**config.mk**
```make
export PLATFORM = sky130hd
export DESIGN_NAME = fetch_frontend
export DESIGN_NICKNAME = d
export VERILOG_FILES = /design/src/logic/fetch_pkg.sv /design/src/logic/branch_history.sv /design/src/logic/branch_predict.sv /design/src/logic/fetch_frontend.sv /design/src/logic/fetch_queue.sv /design/src/logic/instr_scan.sv /design/src/logic/pc_select.sv /design/src/logic/return_stack.sv
export SDC_FILE = /design/constraint.sdc
export NUM_CORES = 1
export LEC_CHECK = 0
export ABC_AREA = 0
export BUFFER_PORTS_ARGS = -buffer_cell sky130_fd_sc_hd__buf_4
export CAP_MARGIN = 20
export CORE_MARGIN = 2
export CORE_UTILIZATION = 58
export DETAILED_ROUTE_END_ITERATION = 16
export PLACE_DENSITY = 0.88
export SYNTH_ARGS = -nofsm -noshare
export SYNTH_HDL_FRONTEND = slang
export SYNTH_SLANG_ARGS = --single-unit
export TNS_END_PERCENT = 30
```
**constraint.sdc**
```tcl
create_clock -name clk_i -period 11.18 [get_ports clk_i]
set_clock_uncertainty 0.15 [all_clocks]
set_input_delay 0.559 -clock clk_i [delete_from_list [all_inputs] [get_ports clk_i]]
set_output_delay 0.559 -clock clk_i [all_outputs]
set_load 0.01 [all_outputs]
```
**src/logic/fetch_pkg.sv**
```systemverilog
// fetch frontend package
// widths, RV32I opcodes, table sizes and the structs shared by the frontend
package fetch_pkg;

    // --------------------------------------------------
    // sizes
    // --------------------------------------------------
    localparam int ADDR_W      = 32;
    localparam int INSTR_W     = 32;
    localparam int BHT_ENTRIES = 16;
    localparam int RAS_DEPTH   = 4;
    localparam int QUEUE_DEPTH = 4;

    // derived index and count widths
    localparam int BHT_IDX_W   = $clog2(BHT_ENTRIES);
    localparam int RAS_CNT_W   = $clog2(RAS_DEPTH + 1);
    localparam int QUEUE_PTR_W = $clog2(QUEUE_DEPTH);
    localparam int QUEUE_CNT_W = $clog2(QUEUE_DEPTH + 1);

    // RV32I control flow opcodes
    localparam logic [6:0] OPC_BRANCH = 7'b1100011;
    localparam logic [6:0] OPC_JAL    = 7'b1101111;
    localparam logic [6:0] OPC_JALR   = 7'b1100111;
    // x1, the link register
    localparam logic [4:0] REG_RA     = 5'd1;

    // --------------------------------------------------
    // types
    // --------------------------------------------------
    typedef enum logic [3:0] {
        None,
        Branch,
        Jump,
        Call,
        Return
    } cf_e;

    typedef struct packed {
        logic              req;
        logic              kill;
        logic [ADDR_W-1:0] vaddr;
    } icache_req_t;

    typedef struct packed {
        logic              valid;
        logic [ADDR_W-1:0] vaddr;
        logic [ADDR_W-1:0] data;
    } icache_rsp_t;

    // branch outcome from execute, target is the correct next pc
    typedef struct packed {
        logic              valid;
        logic              is_mispredict;
        logic              is_taken;
        logic [ADDR_W-1:0] pc;
        logic [ADDR_W-1:0] target;
    } resolved_t;

    // commit and csr side pc changes
    typedef struct packed {
        logic              ex_valid;
        logic [ADDR_W-1:0] trap_vector;
        logic              eret;
        logic [ADDR_W-1:0] epc;
        logic              set_pc_commit;
        logic [ADDR_W-1:0] pc_commit;
    } redirect_t;

    typedef struct packed {
        cf_e               cf;
        logic [ADDR_W-1:0] imm;
    } scan_t;

    typedef struct packed {
        logic [ADDR_W-1:0]  addr;
        logic [INSTR_W-1:0] instr;
        logic               taken;
        logic [ADDR_W-1:0]  predict_address;
    } fetch_entry_t;

    typedef struct packed {
        logic              taken;
        logic [ADDR_W-1:0] target;
    } predict_t;

endpackage

```
**src/logic/branch_history.sv**
```systemverilog
// branch history table
// 2-bit saturating counters indexed by pc, trained by resolved branches
module branch_history import fetch_pkg::*; (
    input  logic              clk_i,
    input  logic              rst_ni,
    input  logic [ADDR_W-1:0] pc_i,
    output logic              taken_o,
    output logic              valid_o,
    input  resolved_t         resolved_i
);

    logic [1:0]             ctr_q [BHT_ENTRIES];
    logic [BHT_ENTRIES-1:0] valid_q;
    logic [BHT_IDX_W-1:0]   rd_idx;
    logic [BHT_IDX_W-1:0]   wr_idx;
    logic [1:0]             ctr_old;
    logic [1:0]             ctr_new;

    // word aligned pc, skip bits 1:0
    assign rd_idx  = pc_i[BHT_IDX_W+1:2];
    assign wr_idx  = resolved_i.pc[BHT_IDX_W+1:2];

    // msb set means 2 or 3, weakly or strongly taken
    assign taken_o = ctr_q[rd_idx][1];
    assign valid_o = valid_q[rd_idx];

    // --------------------------------------------------
    // counter update
    // --------------------------------------------------
    assign ctr_old = ctr_q[wr_idx];

    always_comb begin
        if (!valid_q[wr_idx]) begin
            // fresh entry starts weak in the resolved direction
            ctr_new = resolved_i.is_taken ? 2'b10 : 2'b01;
        end else if (resolved_i.is_taken) begin
            ctr_new = (ctr_old == 2'b11) ? 2'b11 : ctr_old + 2'b01;
        end else begin
            ctr_new = (ctr_old == 2'b00) ? 2'b00 : ctr_old - 2'b01;
        end
    end

    always_ff @(posedge clk_i) begin
        if (resolved_i.valid) begin
            ctr_q[wr_idx] <= ctr_new;
        end
    end

    always_ff @(posedge clk_i or negedge rst_ni) begin
        if (!rst_ni) begin
            valid_q <= '0;
        end else if (resolved_i.valid) begin
            valid_q[wr_idx] <= 1'b1;
        end
    end

endmodule

```
**src/logic/branch_predict.sv**
```systemverilog
// branch prediction
// filters stale cache responses, predicts the next pc and builds the queue entry
module branch_predict import fetch_pkg::*; (
    input  logic         clk_i,
    input  logic         rst_ni,
    input  icache_rsp_t  icache_rsp_i,
    input  logic         kill_i,
    input  logic         ext_redirect_i,
    input  resolved_t    resolved_i,
    output predict_t     predict_o,
    output logic         push_o,
    output fetch_entry_t entry_o
);

    // response to a killed request arrives now
    logic              stale_q;
    logic              accept;
    scan_t             scan;
    logic              bht_taken;
    logic              bht_valid;
    logic [ADDR_W-1:0] ras_top;
    logic              ras_valid;
    logic              ras_push;
    logic              ras_pop;
    logic [ADDR_W-1:0] link_addr;

    assign accept    = icache_rsp_i.valid & ~stale_q & ~ext_redirect_i;
    assign link_addr = icache_rsp_i.vaddr + ADDR_W'(4);

    always_ff @(posedge clk_i or negedge rst_ni) begin
        if (!rst_ni) begin
            stale_q <= 1'b0;
        end else begin
            stale_q <= kill_i;
        end
    end

    instr_scan i_instr_scan (
        .instr_i ( icache_rsp_i.data ),
        .scan_o  ( scan              )
    );

    branch_history i_branch_history (
        .clk_i      ( clk_i              ),
        .rst_ni     ( rst_ni             ),
        .pc_i       ( icache_rsp_i.vaddr ),
        .taken_o    ( bht_taken          ),
        .valid_o    ( bht_valid          ),
        .resolved_i ( resolved_i         )
    );

    return_stack i_return_stack (
        .clk_i   ( clk_i     ),
        .rst_ni  ( rst_ni    ),
        .push_i  ( ras_push  ),
        .pop_i   ( ras_pop   ),
        .data_i  ( link_addr ),
        .top_o   ( ras_top   ),
        .valid_o ( ras_valid )
    );

    // --------------------------------------------------
    // prediction
    // --------------------------------------------------
    always_comb begin
        predict_o = '0;
        ras_push  = 1'b0;
        ras_pop   = 1'b0;
        if (accept) begin
            unique case (scan.cf)
                // dynamic if trained, else backward taken
                Branch: begin
                    predict_o.taken  = bht_valid ? bht_taken : scan.imm[ADDR_W-1];
                    predict_o.target = icache_rsp_i.vaddr + scan.imm;
                end
                Jump: begin
                    predict_o.taken  = 1'b1;
                    predict_o.target = icache_rsp_i.vaddr + scan.imm;
                end
                Call: begin
                    predict_o.taken  = 1'b1;
                    predict_o.target = icache_rsp_i.vaddr + scan.imm;
                    ras_push         = 1'b1;
                end
                // empty stack, let it fall through
                Return: begin
                    if (ras_valid) begin
                        predict_o.taken  = 1'b1;
                        predict_o.target = ras_top;
                        ras_pop          = 1'b1;
                    end
                end
                default: begin
                    predict_o.taken = 1'b0;
                end
            endcase
        end
    end

    // queue entry carries the predicted next pc either way
    assign push_o                  = accept;
    assign entry_o.addr            = icache_rsp_i.vaddr;
    assign entry_o.instr           = icache_rsp_i.data;
    assign entry_o.taken           = predict_o.taken;
    assign entry_o.predict_address = predict_o.taken ? predict_o.target : link_addr;

endmodule

```
**src/logic/fetch_frontend.sv**
```systemverilog
// instruction fetch frontend
// pc generation, branch prediction and the fetch queue toward decode
module fetch_frontend import fetch_pkg::*; (
    input  logic              clk_i,
    input  logic              rst_ni,
    input  logic              flush_i,
    input  logic [ADDR_W-1:0] boot_addr_i,
    input  resolved_t         resolved_i,
    input  redirect_t         redirect_i,
    output icache_req_t       icache_req_o,
    input  icache_rsp_t       icache_rsp_i,
    output fetch_entry_t      fetch_entry_o,
    output logic              fetch_valid_o,
    input  logic              fetch_ack_i
);

    predict_t     predict;
    fetch_entry_t entry;
    logic         push;
    logic         can_fetch;
    logic         ext_redirect;
    // response dropped and queue cleared
    logic         drop;

    assign drop = ext_redirect | flush_i;

    pc_select i_pc_select (
        .clk_i          ( clk_i        ),
        .rst_ni         ( rst_ni       ),
        .boot_addr_i    ( boot_addr_i  ),
        .can_fetch_i    ( can_fetch    ),
        .predict_i      ( predict      ),
        .resolved_i     ( resolved_i   ),
        .redirect_i     ( redirect_i   ),
        .flush_i        ( flush_i      ),
        .icache_req_o   ( icache_req_o ),
        .ext_redirect_o ( ext_redirect )
    );

    branch_predict i_branch_predict (
        .clk_i          ( clk_i             ),
        .rst_ni         ( rst_ni            ),
        .icache_rsp_i   ( icache_rsp_i      ),
        .kill_i         ( icache_req_o.kill ),
        .ext_redirect_i ( drop              ),
        .resolved_i     ( resolved_i        ),
        .predict_o      ( predict           ),
        .push_o         ( push              ),
        .entry_o        ( entry             )
    );

    fetch_queue i_fetch_queue (
        .clk_i         ( clk_i         ),
        .rst_ni        ( rst_ni        ),
        .flush_i       ( drop          ),
        .push_i        ( push          ),
        .entry_i       ( entry         ),
        .fetch_entry_o ( fetch_entry_o ),
        .fetch_valid_o ( fetch_valid_o ),
        .fetch_ack_i   ( fetch_ack_i   ),
        .can_fetch_o   ( can_fetch     )
    );

endmodule

```
**src/logic/fetch_queue.sv**
```systemverilog
// fetch queue
// circular buffer of fetched words toward decode, gates new cache requests
module fetch_queue import fetch_pkg::*; (
    input  logic         clk_i,
    input  logic         rst_ni,
    input  logic         flush_i,
    input  logic         push_i,
    input  fetch_entry_t entry_i,
    output fetch_entry_t fetch_entry_o,
    output logic         fetch_valid_o,
    input  logic         fetch_ack_i,
    output logic         can_fetch_o
);

    fetch_entry_t           mem_q [QUEUE_DEPTH];
    logic [QUEUE_PTR_W-1:0] rd_ptr_q;
    logic [QUEUE_PTR_W-1:0] wr_ptr_q;
    logic [QUEUE_CNT_W-1:0] count_q;
    logic                   pop;

    assign fetch_valid_o = (count_q != '0);
    assign fetch_entry_o = mem_q[rd_ptr_q];
    assign pop           = fetch_valid_o & fetch_ack_i;

    // keep one slot free for the word still in flight
    assign can_fetch_o   = (count_q <= QUEUE_CNT_W'(QUEUE_DEPTH - 2));

    // --------------------------------------------------
    // storage
    // --------------------------------------------------
    always_ff @(posedge clk_i) begin
        if (push_i) begin
            mem_q[wr_ptr_q] <= entry_i;
        end
    end

    // pointers wrap naturally, depth is a power of two
    always_ff @(posedge clk_i or negedge rst_ni) begin
        if (!rst_ni) begin
            rd_ptr_q <= '0;
            wr_ptr_q <= '0;
            count_q  <= '0;
        end else if (flush_i) begin
            rd_ptr_q <= '0;
            wr_ptr_q <= '0;
            count_q  <= '0;
        end else begin
            if (push_i) begin
                wr_ptr_q <= wr_ptr_q + 1'b1;
            end
            if (pop) begin
                rd_ptr_q <= rd_ptr_q + 1'b1;
            end
            // push and pop together leave the count alone
            if (push_i && !pop) begin
                count_q <= count_q + 1'b1;
            end else if (pop && !push_i) begin
                count_q <= count_q - 1'b1;
            end
        end
    end

    // the request gate upstream must keep room for every response
    assert property (@(posedge clk_i) disable iff (!rst_ni)
        push_i && !flush_i |-> count_q < QUEUE_CNT_W'(QUEUE_DEPTH))
        else $error("fetch queue overflow");

endmodule

```
**src/logic/instr_scan.sv**
```systemverilog
// instruction scan
// classifies one RV32I word by control flow and extracts its immediate
module instr_scan import fetch_pkg::*; (
    input  logic [INSTR_W-1:0] instr_i,
    output scan_t              scan_o
);

    logic [6:0]        opcode;
    logic [4:0]        rd;
    logic [4:0]        rs1;
    logic [ADDR_W-1:0] imm_b;
    logic [ADDR_W-1:0] imm_j;

    assign opcode = instr_i[6:0];
    assign rd     = instr_i[11:7];
    assign rs1    = instr_i[19:15];

    // B-type, sign extended, bit 0 always zero
    assign imm_b = {{20{instr_i[31]}}, instr_i[7], instr_i[30:25], instr_i[11:8], 1'b0};
    // J-type, sign extended
    assign imm_j = {{12{instr_i[31]}}, instr_i[19:12], instr_i[20], instr_i[30:21], 1'b0};

    always_comb begin
        scan_o.cf  = None;
        scan_o.imm = '0;
        unique case (opcode)
            OPC_BRANCH: begin
                scan_o.cf  = Branch;
                scan_o.imm = imm_b;
            end
            // jal that links through ra is a call
            OPC_JAL: begin
                scan_o.cf  = (rd == REG_RA) ? Call : Jump;
                scan_o.imm = imm_j;
            end
            // only "jalr x0, 0(ra)" is recognized, other jalr fall through
            OPC_JALR: begin
                if (rd == 5'd0 && rs1 == REG_RA) begin
                    scan_o.cf = Return;
                end
            end
            default: begin
                scan_o.cf = None;
            end
        endcase
    end

endmodule

```
**src/logic/pc_select.sv**
```systemverilog
// next pc generation
// holds the fetch pc, picks the next one by priority and drives the cache request
module pc_select import fetch_pkg::*; (
    input  logic              clk_i,
    input  logic              rst_ni,
    input  logic [ADDR_W-1:0] boot_addr_i,
    input  logic              can_fetch_i,
    input  predict_t          predict_i,
    input  resolved_t         resolved_i,
    input  redirect_t         redirect_i,
    input  logic              flush_i,
    output icache_req_t       icache_req_o,
    output logic              ext_redirect_o
);

    logic [ADDR_W-1:0] npc_d;
    logic [ADDR_W-1:0] npc_q;
    // set out of reset, the first cycle loads the boot address
    logic              boot_q;
    logic              mispredict;

    assign mispredict     = resolved_i.valid & resolved_i.is_mispredict;
    // any redirect coming from behind the frontend
    assign ext_redirect_o = mispredict | redirect_i.ex_valid | redirect_i.eret
                          | redirect_i.set_pc_commit;

    // --------------------------------------------------
    // cache request
    // --------------------------------------------------
    // only request when the queue has room for the in-flight word
    assign icache_req_o.req   = ~boot_q & can_fetch_i;
    // kill the word in flight on any change of flow
    assign icache_req_o.kill  = ~boot_q & (predict_i.taken | ext_redirect_o | flush_i);
    assign icache_req_o.vaddr = npc_q;

    // --------------------------------------------------
    // next pc, lowest priority first
    // --------------------------------------------------
    always_comb begin
        // hold by default
        npc_d = npc_q;
        if (boot_q) begin
            npc_d = boot_addr_i;
        end
        // sequential step, a flush keeps the pc so the word is fetched again
        if (icache_req_o.req && !flush_i) begin
            npc_d = npc_q + ADDR_W'(4);
        end
        if (predict_i.taken) begin
            npc_d = predict_i.target;
        end
        if (mispredict) begin
            npc_d = resolved_i.target;
        end
        if (redirect_i.eret) begin
            npc_d = redirect_i.epc;
        end
        if (redirect_i.ex_valid) begin
            npc_d = redirect_i.trap_vector;
        end
        // restart after the instruction in commit
        if (redirect_i.set_pc_commit) begin
            npc_d = redirect_i.pc_commit + ADDR_W'(4);
        end
    end

    always_ff @(posedge clk_i or negedge rst_ni) begin
        if (!rst_ni) begin
            boot_q <= 1'b1;
            npc_q  <= '0;
        end else begin
            boot_q <= 1'b0;
            npc_q  <= npc_d;
        end
    end

    // targets from the predictor and the backend must stay word aligned
    assert property (@(posedge clk_i) disable iff (!rst_ni)
        icache_req_o.req |-> icache_req_o.vaddr[1:0] == 2'b00)
        else $error("unaligned fetch address %h", icache_req_o.vaddr);

endmodule

```
**src/logic/return_stack.sv**
```systemverilog
// return address stack
// shift register stack, a push when full drops the oldest address
module return_stack import fetch_pkg::*; (
    input  logic              clk_i,
    input  logic              rst_ni,
    input  logic              push_i,
    input  logic              pop_i,
    input  logic [ADDR_W-1:0] data_i,
    output logic [ADDR_W-1:0] top_o,
    output logic              valid_o
);

    // entry 0 is the top
    logic [ADDR_W-1:0]    stack_q [RAS_DEPTH];
    logic [RAS_CNT_W-1:0] count_q;

    assign top_o   = stack_q[0];
    assign valid_o = (count_q != '0);

    always_ff @(posedge clk_i) begin
        if (push_i) begin
            stack_q[0] <= data_i;
            for (int i = 1; i < RAS_DEPTH; i++) begin
                stack_q[i] <= stack_q[i-1];
            end
        end else if (pop_i) begin
            for (int i = 0; i < RAS_DEPTH - 1; i++) begin
                stack_q[i] <= stack_q[i+1];
            end
        end
    end

    // count saturates at depth, pop on empty is ignored
    always_ff @(posedge clk_i or negedge rst_ni) begin
        if (!rst_ni) begin
            count_q <= '0;
        end else if (push_i && count_q != RAS_CNT_W'(RAS_DEPTH)) begin
            count_q <= count_q + 1'b1;
        end else if (pop_i && count_q != '0) begin
            count_q <= count_q - 1'b1;
        end
    end

    // a scanned word is either a call or a return, never both
    assert property (@(posedge clk_i) disable iff (!rst_ni) !(push_i && pop_i))
        else $error("return stack push and pop in the same cycle");

endmodule

```
==> qor.yml <==
status:
  status: "finished clean"
layout:
  design_area_mm2: 0.0342
  areaGrowthSynthToFinish_pct: 19.2
  nets: 2777
  area.sequential_mm2: 0.0180
  drive_gt1_frac: 0.263
  nFillCells: 3164
  multi_input_area_mm2: 0.0102
  antenna_cells: 0
yosys:
  yosysTopAreaCell: "edfxtp_1"
  synthXorXnorAreaFrac: 0.0351
  synthArstFlopShare: 0.0987
  synthTopCellsByCount: "edfxtp_1 (548), nand2_1 (304), nor2_1 (170)"
  ys_types: 86
  ys_ff_latch: 608
  syn_area_mm2: 0.0287
  synthesis.nets: 2424
  synth-simple-area-share: 0.114
  syn_avg_cell_area_um2: 13.5
  synthAdderAreaFrac: 0.0139
  yosys-top-cells-area: "edfxtp_1 (57%), mux4_2 (9.3%), dfrtp_1 (5.1%), nand2_1 (4.0%), nor2_1 (2.2%)"
  synth_edf_count: 548
  syn-instance-count: 2127
  synth_most_common_cell: "edfxtp_1"
  ys_warn_count: 0
  synthFlopType: "edfxtp_1"
  synth_top_family_by_area: "simple AND/OR/NAND/NOR gates"
  seq_area_frac_synth: 0.626
  yosysTopAreaCellShare: 0.574
  synthMuxAreaShare: 0.100
  synth_compound_area_frac: 0.0898
floorplanning:
  rows: 81
  io_pins: 399
  fp.dieArea_mm2: 0.0513
  die_h_um: 226
  start_util: 0.587
  core_mm2: 0.0488
  die_w_um: 226
global_routing:
  grt-ovfl-total: 0
  grt_pass1_wl_um: 140000
  grt_util_met1: 0.496
  antenna_found_initial: 2
  grt_pass1_vias: 21054
  grt_max_degree: 76
  grtUsageMet2: 0.596
  top_usage_layer: "met2"
  use_met3: 0.0982
  grt_use_total: 0.378
setup_path:
  worstPathArrival_ps: 5900
  cp_max_fo: 15
  cpMostUsedCell: "a21oi_1"
  max_stage_delay_ps: 660
  critPathRequiredTime_ps: 11350
  crit_chain: "dlygate4sd3_1, buf_4, and4b_1, nand2_1, nor2_1, buf_6, a22o_1, ha_1, a21o_1, and4_1, o311a_1, or3_1, a21boi_4, a21oi_1, o31a_1, a2111oi_2, a21oi_1"
  rr_endpoint: "i_fetch_queue.mem_q[3][4]"
  slowest_stage: "a2111oi_2"
  startpoint_type: "input pin"
  r2r_slack_ps: 6890
  rr_worst_depth: 8
  crit_type: "input pin to flop"
  r2r_start: "i_branch_predict.i_branch_history.valid_q[13]"
  endpoint_kind: "flop"
  worstPathBufferInverterCount: 3
  crit_family: "compound AO/OA/AOI/OAI gates"
timing:
  rsz0062_at_grt: "false"
  relSlewSlack: 0.236
  hold_viol: 0
  hold-worst-slack_ps: 19.8
  period_share: 0.513
  fmax_ghz: 0.174
  worst_pin_slew_ps: 1150
  setup_viol: 0
  fin_crit_ps: 5730
  maxSlewViolCount: 0
  timing.setup.tns_ps: 0
power:
  p_per_area_mw_per_mm2: 146
  vdd_drop_max_mv: 0.110
  leakage_nw: 12.3
route:
  viasPerCell: 6.72
  wire_per_inst_um: 30.5
  drt_iter0_drc: 3342
  drt-total-wl_um: 97500
  drt_first_pass_iters: 8
  vias: 21447
  drc: 0
  drtAntennaViolNets: 0
min_path:
  worstHoldPathType: "input pin to flop"
  min_path_cells: 1
  worstHoldStart: "icache_rsp_i[20]"
  holdPathEnd: "i_fetch_queue.mem_q[1][53]"
placement:
  place.gp.congestion: 0.960
  io_buffers: 370
  placed_area_mm2: 0.0320
  place.detailed.hpwl_um: 65200
clocking:
  cts_max_level: 2
  clkTransAtPathRegs_ps: 60
  postCtsSetupBuffers: 0
  cts_made_buffers: 59
  cts_max_path_buffers: 3
  root_buffer: "clkbuf_16"
  cts.sinks: 608
  clkLatencyLatePin_ps: 630
  cts_tree: "yes"
job:
  cap_violations: 0
## where the power goes
group          total [mW]  internal, mW  switching (mW)
Combinational       0.410         0.172           0.238
Clock                2.04          1.17           0.877
Sequential           2.54          2.51          0.0321
Total                4.99          3.84            1.15
## worst register-to-register path, cell delays in order (launching register included)
cell       delay [ps]
dfrtp_1           400
mux4_2            470
mux2i_1           280
mux2i_1           720
a2bb2oi_2         280
nand2_2           480
buf_4             450
nor2_1            120
a21oi_1           630
## metal layers
| layer | share of wire | wire length [µm] | up-vias |
|---|---|---|---|
| met1 | 0.35 | 33800 | 10504 |
| met3 | 0.13 | 12300 | 361 |
| li1 | - | - | 8876 |
| met5 | 0.000082 | 8 | - |
| met2 | 0.47 | 45900 | 1704 |
| met4 | 0.057 | 5530 | 2 |
## worst max-delay path by stage
stage / slack (ps) / depth (start not counted) / start / endpoint
after detailed placement: 5310 / 15 / icache_rsp_i[4] / i_fetch_queue.mem_q[1][22]
after CTS: 5270 / 16 / icache_rsp_i[4] / i_fetch_queue.mem_q[3][22]
after global placement: 5610 / 15 / icache_rsp_i[4] / i_fetch_queue.mem_q[0][22]
final: 5450 / 17 / icache_rsp_i[4] / i_fetch_queue.mem_q[1][22]
after floorplan: 1710 / 7 / redirect_i[65] / i_branch_predict.i_return_stack.count_q[0]
after global routing: 5380 / 17 / icache_rsp_i[4] / i_fetch_queue.mem_q[2][22]
## cells in the final DEF, fill, tap and decap left out, types with 8 or more instances in the layout
cell	n
o21ai_0	53
a211oi_1	28
dlygate4sd3_1	15
clkbuf_1	17
mux4_2	119
edfxtp_1	548
nor3_1	29
nand3_1	48
a221oi_1	25
a22oi_1	19
nand2b_1	10
buf_4	400
and4_1	10
mux2i_1	17
and2_1	16
nand4_1	23
a21oi_1	107
dfrtp_1	57
o21a_1	9
inv_1	24
nand2_1	302
clkinv_1	8
o211ai_1	10
xnor2_1	72
nor2_1	168
or3_1	12
and3_1	30
ha_1	27
clkbuf_16	59
o22ai_1	8
o221ai_1	9
a31oi_1	14
or2_2	18
a21o_1	16
xor2_1	43
## registers in the layout, summed over array words and instances, names as in the netlist
register and flops:
i_fetch_queue.rd_ptr_q 2, i_fetch_queue.mem_q 388, i_fetch_queue.count_q 3, i_fetch_queue.wr_ptr_q 2, i_branch_predict.i_return_stack.count_q 3, i_pc_select.boot_q 1, i_pc_select.npc_q 32, i_branch_predict.stale_q 1
i_branch_predict.i_return_stack.stack_q 128, i_branch_predict.i_branch_history.ctr_q 32, i_branch_predict.i_branch_history.valid_q 16
## stage by stage
step | total power [mW] | instances | setup slack, ps | util
2_1_floorplan | 2.76 | 2127 | 1710 | -
3_3_place_gp | 2.96 | 3064 | 5610 | 0.656
3_5_place_dp | 2.97 | 3064 | 5310 | 0.656
4_1_cts | 4.98 | 3188 | 5270 | 0.699
5_1_grt | 5.10 | 3192 | 5380 | 0.700
6_report | 4.99 | 3192 | 5450 | 0.700
## final cells by class
class                           instances  area share
Clock inverter                         29      0.0103
Multi-Input combinational cell       1369       0.297
Tap cell                              664      0.0243
Clock buffer                           80      0.0466
Timing Repair Buffer                  418      0.0939
Sequential cell                       608       0.525
Inverter                               24     0.00263
## cell families (layout without fill, tap and decap cells)
kind of cell             after synthesis  count (layout)
AO/OA/AOI/OAI                        374             374
other                                  1               1
XOR/XNOR                             115             115
multiplexers                         138             138
adder cells (fa/ha/maj)               30              30
buffers and inverters                150             551
flip-flops                           608             608
AND/OR/NAND/NOR                      711             711
## what timing repair did
action / 4_1_cts / 5_1_grt
hold buffers: 15 / 0
resized for setup: 0 / 0
hold endpoints to repair: 113 / 0
(Power assumes the default switching activity.)
